## config.mk

```make
export PLATFORM = sky130hd
export DESIGN_NAME = top_mines
export DESIGN_NICKNAME = d
export VERILOG_FILES = /design/src/source/mines_pkg.sv /design/src/source/game_setup.sv /design/src/source/mine_planter.sv /design/src/source/mine_field.sv /design/src/source/countdown_timer.sv /design/src/source/disp_hex_mux.sv /design/src/source/top_mines.sv
export SDC_FILE = /design/constraint.sdc
export NUM_CORES = 2
export LEC_CHECK = 0
export ABC_AREA = 1
export BUFFER_PORTS_ARGS = -buffer_cell sky130_fd_sc_hd__buf_4
export CORE_MARGIN = 2
export CORE_UTILIZATION = 30
export CTS_BUF_LIST = sky130_fd_sc_hd__clkbuf_4
export CTS_CLUSTER_DIAMETER = 60
export CTS_CLUSTER_SIZE = 24
export DETAILED_ROUTE_END_ITERATION = 10
export PLACE_DENSITY = 0.43
export SLEW_MARGIN = 20
export SYNTH_ARGS = -nofsm -noshare
export SYNTH_HDL_FRONTEND = slang
export SYNTH_SLANG_ARGS = --single-unit
```

## constraint.sdc

```tcl
create_clock -name clk -period 9.1 [get_ports clk]
set_input_delay 1.82 -clock clk [delete_from_list [all_inputs] [get_ports clk]]
set_output_delay 1.82 -clock clk [all_outputs]
set_load 0.03 [all_outputs]
```

## src/source/mines_pkg.sv

```systemverilog
// ################################################
// shared constants, level tables and FSM states of the minesweeper core.
// ################################################
package mines_pkg;

  // storage is always the largest board, indexed by y * BOARD_MAX + x.
  localparam int BOARD_MAX = 16;
  localparam int CELLS     = BOARD_MAX * BOARD_MAX;

  typedef enum logic [1:0] {
    LVL_EASY   = 2'd0,
    LVL_MEDIUM = 2'd1,
    LVL_HARD   = 2'd2
  } level_t;

  // ################################################
  // per-level tables, indexed by level_t.
  // ################################################
  localparam logic [4:0] BOARD_SIDE    [3] = '{5'd8, 5'd10, 5'd16};
  localparam logic [5:0] MINE_COUNT    [3] = '{6'd10, 6'd20, 6'd40};
  // two BCD digits.
  localparam logic [7:0] START_SECONDS [3] = '{8'h99, 8'h80, 8'h60};

  // seed of the mine placement LFSR.
  localparam logic [15:0] MINE_SEED = 16'hACE1;

  typedef enum logic {
    PL_IDLE,
    PL_RUN
  } plant_state_t;

  typedef enum logic [1:0] {
    FS_IDLE,
    FS_PLAY,
    FS_DONE
  } field_state_t;

  // two-digit BCD step down, holds at 00.
  function automatic logic [7:0] bcd_dec(input logic [7:0] value);
    logic [7:0] result;
    if (value[3:0] != 4'd0) result = {value[7:4], value[3:0] - 4'd1};
    else if (value[7:4] != 4'd0) result = {value[7:4] - 4'd1, 4'd9};
    else result = 8'h00;
    return result;
  endfunction

  // two-digit BCD step up with a carry into the tens digit.
  function automatic logic [7:0] bcd_inc(input logic [7:0] value);
    logic [7:0] result;
    if (value[3:0] == 4'd9) result = {value[7:4] + 4'd1, 4'd0};
    else result = {value[7:4], value[3:0] + 4'd1};
    return result;
  endfunction

endpackage

```

## src/source/game_setup.sv

```systemverilog
// ################################################
// level select: a button press latches the round settings and fires start.
// ################################################
module game_setup import mines_pkg::*; (
  input  logic       clk,
  input  logic       rst,
  input  logic [2:0] level_btn,
  output logic       start,
  output level_t     level,
  output logic [4:0] board_side,
  output logic [5:0] mine_count,
  output logic [7:0] start_seconds
);

  logic [2:0] btn_prev;
  logic       press;
  level_t     level_dec;

  // a press is the first cycle with any button high.
  assign press = (|level_btn) && !(|btn_prev);

  // a single button picks hard or medium, anything else falls back to easy.
  always_comb begin
    case (level_btn)
      3'b100:  level_dec = LVL_HARD;
      3'b010:  level_dec = LVL_MEDIUM;
      default: level_dec = LVL_EASY;
    endcase
  end

  always_ff @(posedge clk) begin
    if (rst) begin
      btn_prev <= 3'b000;
      start    <= 1'b0;
    end else begin
      btn_prev <= level_btn;
      start    <= press;
    end
  end

  // the settings stay put for the whole round.
  always_ff @(posedge clk) begin
    if (rst) begin
      level         <= LVL_EASY;
      board_side    <= 5'd0;
      mine_count    <= 6'd0;
      start_seconds <= 8'h00;
    end else if (press) begin
      level         <= level_dec;
      board_side    <= BOARD_SIDE[level_dec];
      mine_count    <= MINE_COUNT[level_dec];
      start_seconds <= START_SECONDS[level_dec];
    end
  end

endmodule

```

## src/source/mine_planter.sv

```systemverilog
// ################################################
// pseudo-random mine placement, rerun from the fixed seed on every start.
// ################################################
module mine_planter import mines_pkg::*; (
  input  logic             clk,
  input  logic             rst,
  input  logic             start,
  input  logic [4:0]       board_side,
  input  logic [5:0]       mine_count,
  output logic [CELLS-1:0] mine_map,
  output logic             plant_done
);

  plant_state_t state;
  logic [15:0]  lfsr;
  logic [15:0]  lfsr_next;
  logic         feedback;
  logic [3:0]   pos_x;
  logic [3:0]   pos_y;
  logic [7:0]   pos_idx;
  logic         pos_ok;
  logic [5:0]   planted;

  // ################################################
  // LFSR step, x^16 + x^14 + x^13 + x^11 + 1.
  // ################################################
  assign feedback  = lfsr[15] ^ lfsr[13] ^ lfsr[12] ^ lfsr[10];
  assign lfsr_next = {lfsr[14:0], feedback};

  // candidate cell comes from the freshly stepped value.
  assign pos_x   = lfsr_next[3:0];
  assign pos_y   = lfsr_next[7:4];
  assign pos_idx = 8'(pos_y * BOARD_MAX) + 8'(pos_x);

  // only empty cells inside the board take a mine.
  assign pos_ok = ({1'b0, pos_x} < board_side) &&
                  ({1'b0, pos_y} < board_side) &&
                  !mine_map[pos_idx];

  always_ff @(posedge clk) begin
    if (rst) begin
      state      <= PL_IDLE;
      plant_done <= 1'b0;
      planted    <= 6'd0;
    end else begin
      plant_done <= 1'b0;
      if (start) begin
        state   <= PL_RUN;
        planted <= 6'd0;
      end else if (state == PL_RUN && pos_ok) begin
        planted <= planted + 6'd1;
        if (planted + 6'd1 == mine_count) begin
          state      <= PL_IDLE;
          plant_done <= 1'b1;
        end
      end
    end
  end

  // the shift register only moves while placing.
  always_ff @(posedge clk) begin
    if (rst) begin
      lfsr <= MINE_SEED;
    end else if (start) begin
      lfsr <= MINE_SEED;
    end else if (state == PL_RUN) begin
      lfsr <= lfsr_next;
    end
  end

  always_ff @(posedge clk) begin
    if (rst) begin
      mine_map <= '0;
    end else if (start) begin
      mine_map <= '0;
    end else if (state == PL_RUN && pos_ok) begin
      mine_map[pos_idx] <= 1'b1;
    end
  end

endmodule

```

## src/source/mine_field.sv

```systemverilog
// ################################################
// board state: reveal and flag clicks, neighbor count, win and explosion.
// ################################################
module mine_field import mines_pkg::*; (
  input  logic             clk,
  input  logic             rst,
  input  logic             start,
  input  logic             plant_done,
  input  logic             stop,
  input  logic [4:0]       board_side,
  input  logic [5:0]       mine_count,
  input  logic [CELLS-1:0] mine_map,
  input  logic [3:0]       cell_x,
  input  logic [3:0]       cell_y,
  input  logic             left,
  input  logic             right,
  output logic             playing,
  output logic             reveal_valid,
  output logic [3:0]       reveal_mines,
  output logic             exploded,
  output logic             won,
  output logic [7:0]       mines_left_bcd
);

  field_state_t     state;
  logic [CELLS-1:0] revealed;
  logic [CELLS-1:0] flagged;
  logic [8:0]       revealed_cnt;
  logic [8:0]       area;
  logic [8:0]       safe_target;
  logic [7:0]       idx;
  logic             in_range;
  logic             accept;
  logic [3:0]       nb_count;

  assign playing     = (state == FS_PLAY);
  assign idx         = 8'(cell_y * BOARD_MAX) + 8'(cell_x);
  assign in_range    = ({1'b0, cell_x} < board_side) && ({1'b0, cell_y} < board_side);
  assign accept      = playing && !stop && in_range && !revealed[idx];
  assign area        = board_side * board_side;
  assign safe_target = area - {3'b000, mine_count};

  // ################################################
  // mined neighbors of the clicked cell, edges clipped to the board.
  // ################################################
  always_comb begin : nb_calc
    int nx;
    int ny;
    nb_count = 4'd0;
    for (int dy = -1; dy <= 1; dy++) begin
      for (int dx = -1; dx <= 1; dx++) begin
        nx = int'(cell_x) + dx;
        ny = int'(cell_y) + dy;
        if ((dx != 0 || dy != 0) && nx >= 0 && ny >= 0 &&
            nx < int'(board_side) && ny < int'(board_side)) begin
          if (mine_map[ny * BOARD_MAX + nx]) nb_count = nb_count + 4'd1;
        end
      end
    end
  end

  always_ff @(posedge clk) begin
    if (rst) begin
      state          <= FS_IDLE;
      revealed       <= '0;
      flagged        <= '0;
      revealed_cnt   <= 9'd0;
      reveal_valid   <= 1'b0;
      reveal_mines   <= 4'd0;
      exploded       <= 1'b0;
      won            <= 1'b0;
      mines_left_bcd <= 8'h00;
    end else begin
      reveal_valid <= 1'b0;
      if (start) begin
        state          <= FS_IDLE;
        revealed       <= '0;
        flagged        <= '0;
        revealed_cnt   <= 9'd0;
        exploded       <= 1'b0;
        won            <= 1'b0;
        mines_left_bcd <= {4'(mine_count / 6'd10), 4'(mine_count % 6'd10)};
      end else begin
        case (state)
          FS_IDLE: if (plant_done) state <= FS_PLAY;
          FS_PLAY: if (stop) state <= FS_DONE;
          default: state <= state;
        endcase

        // left click reveals, flagged cells are protected.
        if (accept && left && !flagged[idx]) begin
          if (mine_map[idx]) begin
            exploded <= 1'b1;
          end else begin
            revealed[idx] <= 1'b1;
            revealed_cnt  <= revealed_cnt + 9'd1;
            reveal_valid  <= 1'b1;
            reveal_mines  <= nb_count;
          end
        end else if (accept && right && !left) begin
          if (flagged[idx]) begin
            flagged[idx]   <= 1'b0;
            mines_left_bcd <= bcd_inc(mines_left_bcd);
          end else if (mines_left_bcd != 8'h00) begin
            flagged[idx]   <= 1'b1;
            mines_left_bcd <= bcd_dec(mines_left_bcd);
          end
        end

        // all safe cells open means the round is won.
        if (playing && !exploded && revealed_cnt == safe_target) won <= 1'b1;
      end
    end
  end

endmodule

```

## src/source/countdown_timer.sv

```systemverilog
// ################################################
// round clock: BCD seconds counting down from the level's start value.
// ################################################
module countdown_timer import mines_pkg::*; #(
  parameter int TICKS_PER_SEC = 65_000_000
) (
  input  logic       clk,
  input  logic       rst,
  input  logic       start,
  input  logic [7:0] start_seconds,
  input  logic       playing,
  input  logic       pause,
  input  logic       stop,
  output logic [7:0] seconds_bcd,
  output logic       time_up
);

  localparam int PW = $clog2(TICKS_PER_SEC + 1);

  logic [PW-1:0] presc;
  logic          run;
  logic          sec_tick;

  // paused or stopped cycles leave the prescaler where it is.
  assign run      = playing && !pause && !stop && !time_up;
  assign sec_tick = run && (presc == PW'(TICKS_PER_SEC - 1));

  // ################################################
  // prescaler.
  // ################################################
  always_ff @(posedge clk) begin
    if (rst) begin
      presc <= '0;
    end else if (start) begin
      presc <= '0;
    end else if (sec_tick) begin
      presc <= '0;
    end else if (run) begin
      presc <= presc + PW'(1);
    end
  end

  // ################################################
  // seconds down-counter.
  // ################################################
  always_ff @(posedge clk) begin
    if (rst) begin
      seconds_bcd <= 8'h00;
      time_up     <= 1'b0;
    end else if (start) begin
      seconds_bcd <= start_seconds;
      time_up     <= 1'b0;
    end else if (sec_tick) begin
      seconds_bcd <= bcd_dec(seconds_bcd);
      // flag goes up together with the 00 reading.
      if (seconds_bcd == 8'h01) time_up <= 1'b1;
    end
  end

endmodule

```

## src/source/disp_hex_mux.sv

```systemverilog
// ################################################
// four-digit seven-segment scan, active-low anodes and segments.
// ################################################
module disp_hex_mux #(
  parameter int REFRESH_BITS = 18
) (
  input  logic       clk,
  input  logic       rst,
  input  logic [3:0] hex3,
  input  logic [3:0] hex2,
  input  logic [3:0] hex1,
  input  logic [3:0] hex0,
  output logic [3:0] an,
  output logic [6:0] sseg
);

  logic [REFRESH_BITS-1:0] refresh;
  logic [1:0]              sel;
  logic [3:0]              digit;

  always_ff @(posedge clk) begin
    if (rst) refresh <= '0;
    else refresh <= refresh + 1'b1;
  end

  // top two bits pick the digit, so each one stays lit for a quarter of the scan.
  assign sel = refresh[REFRESH_BITS-1 -: 2];

  always_comb begin
    case (sel)
      2'd0:    begin an = 4'b1110; digit = hex0; end
      2'd1:    begin an = 4'b1101; digit = hex1; end
      2'd2:    begin an = 4'b1011; digit = hex2; end
      default: begin an = 4'b0111; digit = hex3; end
    endcase
  end

  // segment order is gfedcba, a low bit lights the segment.
  always_comb begin
    case (digit)
      4'h0:    sseg = 7'b1000000;
      4'h1:    sseg = 7'b1111001;
      4'h2:    sseg = 7'b0100100;
      4'h3:    sseg = 7'b0110000;
      4'h4:    sseg = 7'b0011001;
      4'h5:    sseg = 7'b0010010;
      4'h6:    sseg = 7'b0000010;
      4'h7:    sseg = 7'b1111000;
      4'h8:    sseg = 7'b0000000;
      4'h9:    sseg = 7'b0010000;
      4'ha:    sseg = 7'b0001000;
      4'hb:    sseg = 7'b0000011;
      4'hc:    sseg = 7'b1000110;
      4'hd:    sseg = 7'b0100001;
      4'he:    sseg = 7'b0000110;
      default: sseg = 7'b0001110;
    endcase
  end

endmodule

```

## src/source/top_mines.sv

```systemverilog
// ################################################
// minesweeper game core top: setup, planting, board, timer and display.
// ################################################
module top_mines #(
  parameter int TICKS_PER_SEC = 65_000_000,
  parameter int REFRESH_BITS  = 18
) (
  input  logic       clk,
  input  logic       rst,
  input  logic [2:0] level_btn,
  input  logic       pause,
  input  logic [3:0] cell_x,
  input  logic [3:0] cell_y,
  input  logic       left,
  input  logic       right,
  output logic       playing,
  output logic       reveal_valid,
  output logic [3:0] reveal_mines,
  output logic       game_over,
  output logic       game_won,
  output logic [3:0] an,
  output logic [6:0] sseg
);

  logic         start;
  logic [4:0]   board_side;
  logic [5:0]   mine_count;
  logic [7:0]   start_seconds;
  logic [255:0] mine_map;
  logic         plant_done;
  logic         exploded;
  logic         won;
  logic         time_up;
  logic         stop;
  logic [7:0]   mines_left_bcd;
  logic [7:0]   seconds_bcd;

  // ################################################
  // end of round.
  // ################################################
  assign stop     = exploded || won || time_up;
  assign game_won = won;

  // a win beats a late explosion or timeout.
  always_ff @(posedge clk) begin
    if (rst) game_over <= 1'b0;
    else if (start) game_over <= 1'b0;
    else if ((exploded || time_up) && !won) game_over <= 1'b1;
  end

  game_setup u_game_setup (
    .clk, .rst, .level_btn, .start, .level(), .board_side, .mine_count, .start_seconds
  );

  mine_planter u_mine_planter (
    .clk, .rst, .start, .board_side, .mine_count, .mine_map, .plant_done
  );

  mine_field u_mine_field (
    .clk, .rst, .start, .plant_done, .stop, .board_side, .mine_count, .mine_map,
    .cell_x, .cell_y, .left, .right, .playing, .reveal_valid, .reveal_mines,
    .exploded, .won, .mines_left_bcd
  );

  countdown_timer #(.TICKS_PER_SEC(TICKS_PER_SEC)) u_countdown_timer (
    .clk, .rst, .start, .start_seconds, .playing, .pause, .stop, .seconds_bcd, .time_up
  );

  // mines left on the upper pair of digits, seconds on the lower pair.
  disp_hex_mux #(.REFRESH_BITS(REFRESH_BITS)) u_disp (
    .clk, .rst,
    .hex3(mines_left_bcd[7:4]),
    .hex2(mines_left_bcd[3:0]),
    .hex1(seconds_bcd[7:4]),
    .hex0(seconds_bcd[3:0]),
    .an, .sseg
  );

endmodule

```

Word level (Yosys, flattened, before mapping)
Memory sizes are Yosys's and may differ from the RTL's. Index checks and enable logic that the tools add are counted.

Register bits after elaboration: 895. Bits in read-only memories: 112. Input port bits: 16. Memories kept: 1.

Memory list: (name not given) (words 16, width 7, rd ports 1, clocked after Yosys merged registers in 0, wr ports 0, line disp_hex_mux.sv:40) `case (digit)`.

$add $sub $neg: 32. Multipliers: 1. Divide/modulo/power cells: 2. $lt $le $gt $ge: 29. Equal/unequal tests: 16. Mux-type cells: 86. Bitwise gates (word level): 13. Reduce and logical (&&, ||, !) cells: 88.

Operators with widths (count): $or 256x256->256 (3); $mux 256 (2); $and 256x256->256 (1); $lt 32x10->1 const B (8); $not 256->256 (1); $add 32x32->32 (4); $ge 32x1->1 const B (4); $lt 32x6->1 (4); $mux 8 (14); $bmux 1 s8 (12); $add 32x5->32 (2); $add 9x32->32 (2); $mux 4 (14); $logic_and 1x1->1 (45); $add 4x1->4 const B (9); $lt 4x5->1 (6); $mux 1 (29); $add 26x1->26 const B (1); $eq 26x26->1 const B (1); $pmux 4 s3 (2); $add 18x1->18 const B (1); $lt 8x9->1 const B (2); $add 8x4->8 (2); $bmux 8 s2 (1); 45 further kinds (97).

Longest topological paths before layout
Word-level depth: 28. Gate-level depth with buffers: 48.

By module
From an unflattened synthesis, not the netlist that was laid out.

Cell total of the unflattened synthesis: 8336. Area total of the unflattened synthesis: 53119.7 um^2.

By module, submodules not included: mine_field (times used 1, cells each 5428, area an instance 35287.6 um^2, sequential area each 10770.3 um^2); mine_planter (times used 1, cells each 2317, area an instance 13924.6 um^2, sequential area each 5605.4 um^2); countdown_timer (times used 1, cells each 315, area an instance 2060.7 um^2, sequential area each 700.7 um^2); disp_hex_mux (times used 1, cells each 205, area an instance 1277.5 um^2, sequential area each 360.3 um^2); game_setup (times used 1, cells each 63, area an instance 518.0 um^2, sequential area each 220.2 um^2); top_mines (times used 1, cells each 8, area an instance 51.3 um^2, sequential area each 20.0 um^2).

Least setup slack after synthesis
Ideal clock, no wire load.

Path type: input port to flip-flop. Start point: input port cell_y[0]. End point: register u_mine_field.reveal_mines[1]. Library setup time: 132 ps. Arrival time: 8210 ps. Required time: 8968 ps. Setup slack: 757 ps. Stages on the path: 40. Path through: inv_1 -> clkbuf_1 -> clkbuf_1 -> buf_1 -> ha_1 -> clkbuf_1 -> clkinv_1 -> fa_1 -> xnor2_1 -> inv_1 -> nand3_1 -> nand3_1 -> nand3_1 -> inv_1 -> ha_1 -> or2_2 -> nand2_1 -> inv_1 -> [4 not listed] -> nand2_1 -> inv_1 -> nand2_1 -> nand3_1 -> nand2_1 -> inv_1 -> ha_1 -> or2_2 -> nand2_1 -> inv_1 -> ha_1 -> nand2_1 -> nand2_1 -> ha_1 -> nor2_1 -> nor2_1 -> o21ai_0 -> a21oi_1.

Longest elaborated chain between the ends: 28.

Ends and longest elaborated chain: start, declared (line top_mines.sv:13) `input logic [3:0] cell_y,`; $add 5x1->6 (line mine_field.sv:53) `ny = int'(cell_y) + dy;`; $add 32x32->32 (line mine_field.sv:56) `if (mine_map[ny * BOARD_MAX + nx]) nb_count = nb_count + 4'd1;`; $bmux 1 s8 (line mine_field.sv:56); $mux 1 (implied by the code) (2 in series) (line mine_field.sv:56); $mux 1 (line mine_field.sv:56); $mux 1 (line mine_field.sv:54) `if ((dx != 0 || dy != 0) && nx >= 0 && ny >= 0 &&`; $add 4x1->4 (line mine_field.sv:56); $mux 4 (line mine_field.sv:56); [11 not listed]; $mux 4 (line mine_field.sv:56); $mux 4 (line mine_field.sv:54); $add 4x1->4 (line mine_field.sv:56); $mux 4 (line mine_field.sv:56); $mux 4 (line mine_field.sv:54); $add 4x1->4 (line mine_field.sv:56); $mux 4 (line mine_field.sv:56); $mux 4 (line mine_field.sv:54); end signal, assigned (line mine_field.sv:98) `reveal_mines <= nb_count;`; end, declared (line mine_field.sv:19) `output logic [3:0] reveal_mines,`.

Several ways; a longest one is shown, not always the timed one. The select of a mux whose other input is x is not followed. A chain may end at the register's enable or synchronous reset.

Final worst setup path
Start point: input port cell_x[2]. End point: register u_mine_field.reveal_mines[1].

Longest elaborated chain between the ends: 28.

Ends and longest elaborated chain: start, declared (line top_mines.sv:12) `input logic [3:0] cell_x,`; $add 5x1->6 (line mine_field.sv:52) `nx = int'(cell_x) + dx;`; $add 32x32->32 (line mine_field.sv:56); $bmux 1 s8 (line mine_field.sv:56); $mux 1 (implied by the code) (2 in series) (line mine_field.sv:56); $mux 1 (line mine_field.sv:56); $mux 1 (line mine_field.sv:54); $add 4x1->4 (line mine_field.sv:56); $mux 4 (line mine_field.sv:56); [11 not listed]; $mux 4 (line mine_field.sv:56); $mux 4 (line mine_field.sv:54); $add 4x1->4 (line mine_field.sv:56); $mux 4 (line mine_field.sv:56); $mux 4 (line mine_field.sv:54); $add 4x1->4 (line mine_field.sv:56); $mux 4 (line mine_field.sv:56); $mux 4 (line mine_field.sv:54).

Several ways; a longest one is shown, not always the timed one. The select of a mux whose other input is x is not followed.

==> results.yml <==
synthesis:
  synth_area_per_cell_sq_um: 6.519
  synth_ff_type: "dfxtp_1"
  async_flop_share_pct: 0
  ys_ff_latch: 881
  synth_cell_type_count: 75
  synth_cells: 7672
  synth_area_sq_mm: 0.05001
  yosys_warnings: 0
  yosys.area.top_type: "dfxtp_1"
  synth-edff-count: 0
  yosys-top-cells-area: "dfxtp_1, nand2_1, a21oi_1, o21ai_0, nor2_1"
  yosysSeqAreaShare_pct: 35.26
  synth_top_area_share_pct: 35.26
route:
  wirelength_microns: 214800
  routedWlPerCell_microns: 22.22
  vias_per_cell: 5.324
  drt.antenna.violating_nets: 0
  first_pass_iters: 9
  num_vias: 51480
  drtIter0Drc: 4754
  drt_drc_violations_left: 0
timing:
  hold_viol_final: 0
  slew_headroom_pct: 15.31
  finClkSkew_ns: 0.1361
  post-route-period-util_pct: 78.19
  rsz0062_at_grt: "no"
  fin_setup_tns_ns: 0
  setup_viol: 0
  slew_violations: 0
  fmax_ghz: 0.1405
  tightest_slew_ns: 1.270
  fin_crit_ns: 7.115
status:
  status: "complete, no violations"
grt:
  grt_pass1_wl_microns: 320100
  grt_start_max_net_pins: 190
  antenna_found_initial: 3
  grtUsageTotal_pct: 24.67
  grt_pass1_vias: 47820
  gr-total-overflow: 0
floorplan:
  die_w_microns: 412.3
  core_area_sq_mm: 0.1652
  top_level_ports: 35
  dieArea_sq_mm: 0.1700
  die_h_microns: 412.3
  initial_utilization_pct: 30.28
  placementRows: 149
clock_network:
  cts_made_buffers: 106
  clock-sinks: 881
  ctsRootBufferMaster: "clkbuf_4"
  clock_latency_ns: 1.25
  cts.clk_slew.worst_paths_ns: 0.15
  cts_setup_buffers: 0
  cts_tree: "yes"
  cts_resized: 0
  hold_buffers: 0
  htree_levels: 3
  clk_path_buf_depth: 3
power:
  p_leak_uw: 0.01833
  ir_drop_uv: 96.13
  powerDensity_mw_per_mm2: 153.6
  power_uw: 8248
placed_design:
  portBuffers: 34
  dp_hpwl_microns: 131400
  place.gp.congestion: 0.9265
setup_path:
  slowest_delay_ns: 0.77
  cp_slowest_cell: "a221oi_1"
  worst_ep_required_time_ns: 10.16
  worstPathMaxFanout: 10
  cp-end-kind: "flip-flop"
  crit_path_start_kind: "input port"
  cp.arrival_ns: 8.18
  crit_top_cell: "nand2_1"
  worstSetupPathType: "in2reg"
layout:
  area_delta_synth_final_pct: 7.333
  layout.nets: 7482
  drive_above_1_share_pct: 5.956
  n_fill_cell: 18360
min_path:
  hp-class: "reg2reg"
job:
  maxCapViolCount: 0
[worst paths after layout]
check,start,to,slack [ns],cells past startpoint
max,cell_x[2],u_mine_field.reveal_mines[1]$_SDFFE_PP0P_,1.98,39
min reg2reg,u_mine_field.flagged[228]$_SDFFE_PP0P_,u_mine_field.flagged[228]$_SDFFE_PP0P_,0.46,2
min,u_mine_field.flagged[228]$_SDFFE_PP0P_,u_mine_field.flagged[228]$_SDFFE_PP0P_,0.46,2
max reg2reg,u_mine_planter.mine_map[221]$_SDFFE_PP0P_,u_mine_field.reveal_mines[1]$_SDFFE_PP0P_,3.15,38
[layout by cell type (no fill, tap or decap), types with 23 or more instances in the layout]
cell      netlist  layout
o221ai_1       38      38
xor2_1         35      35
nand2_1      1970    1964
clkbuf_4        0     112
a21oi_1       811     811
ha_1           76      75
a22oi_1       106     106
nor3_1         77      77
dfxtp_1       881     881
o21ai_1       172     172
o21ai_0       740     740
inv_1         581     569
nor2_1        669     661
buf_4          30     154
o22ai_1        38      38
nand3_1       480     480
o211ai_1       23      23
o31ai_1        47      47
a32o_1        102     102
[power breakdown]
| part | switching, uW | internal (uW) | leakage [uW] | total (uW) |
|---|---|---|---|---|
| clock network | 1760 | 1120 | 0.000966 | 2870 |
| logic | 1140 | 339 | 0.0103 | 1480 |
| registers | 21.6 | 3870 | 0.00710 | 3890 |
| total | 2920 | 5330 | 0.0183 | 8250 |
[final cells by class]
cell class | instances | area (sq um) | area share, %
Multi-Input combinational cell | 5609 | 27510 | 51.25
Sequential cell | 881 | 17640 | 32.86
Tap cell | 2189 | 2739 | 5.102
Inverter | 607 | 2337 | 4.354
Timing Repair Buffer | 177 | 1605 | 2.990
Clock inverter | 86 | 989.7 | 1.844
Clock buffer | 112 | 840.8 | 1.566
Antenna cell | 8 | 20.02 | 0.03729
[routing by layer]
layer | up-vias | routed length [microns] | global-route usage (%)
met5 | - | 13 | 0
met4 | 2 | 7182 | 7.966
met3 | 331 | 12310 | 3.555
met2 | 1617 | 97310 | 39.95
met1 | 24400 | 98020 | 33.56
li1 | 25120 | - | -
[metrics by stage]
stage / instance area [sq um] / util [%] / instances / hold slack (ns) / setup slack, ns
global route: 53680 / 32.50 / 9668 / 0.4776 / 1.659
finish: 53680 / 32.50 / 9669 / 0.4589 / 1.985
global placement: 51820 / 31.38 / 9463 / 0.4315 / 0.8483
detailed placement: 51830 / 31.38 / 9463 / 0.4369 / 0.9052
CTS: 53660 / 32.49 / 9661 / 0.4582 / 2.212
floorplan: 50040 / - / 7678 / 0.4176 / 0.7574
[critical path: cells and delay by family]
kind,cells,cell delay [ns]
buf+inv,7,1.11
fa+ha+maj,5,1.43
compound gates,6,1.21
simple gates,21,2.56
[cell families after synthesis]
kind of cell,synth area share (%)
DFF,35.26
other,0.01502
muxes,0.06004
xor gates and xnor gates,1.096
adders and majority gates,2.222
buffers and inverters,9.995
and+or+nand+nor,26.55
AOI/OAI and AO/OA,24.80
[registers in the layout, summed over array words and instances, names as in the netlist, 2 cells and up]
name                           count
u_countdown_timer.presc           26
u_countdown_timer.seconds_bcd      8
u_disp.refresh                    18
u_game_setup.btn_prev              3
u_game_setup.mine_count            2
u_game_setup.start_seconds         2
u_mine_field.flagged             256
u_mine_field.mines_left_bcd        8
u_mine_field.reveal_mines          4
u_mine_field.revealed            256
u_mine_field.revealed_cnt          9
u_mine_field.state                 2
u_mine_planter.lfsr               16
u_mine_planter.mine_map          256
u_mine_planter.planted             6
[synthesized netlist by cell type (17+ instances only)]
| library cell | instances |
|---|---|
| a21oi_1 | 811 |
| a221oi_1 | 17 |
| a22oi_1 | 106 |
| a32o_1 | 102 |
| buf_1 | 41 |
| buf_2 | 195 |
| buf_4 | 30 |
| buf_6 | 24 |
| clkbuf_1 | 291 |
| dfxtp_1 | 881 |
| ha_1 | 76 |
| inv_1 | 581 |
| nand2_1 | 1970 |
| nand3_1 | 480 |
| nand4_1 | 18 |
| nor2_1 | 669 |
| nor3_1 | 77 |
| nor4_1 | 21 |
| o211ai_1 | 23 |
| o21ai_0 | 740 |
| o21ai_1 | 172 |
| o221ai_1 | 38 |
| o22ai_1 | 38 |
| o31ai_1 | 47 |
| xnor2_1 | 22 |
| xor2_1 | 35 |
No activity file was read; power rests on OpenSTA's default activity.
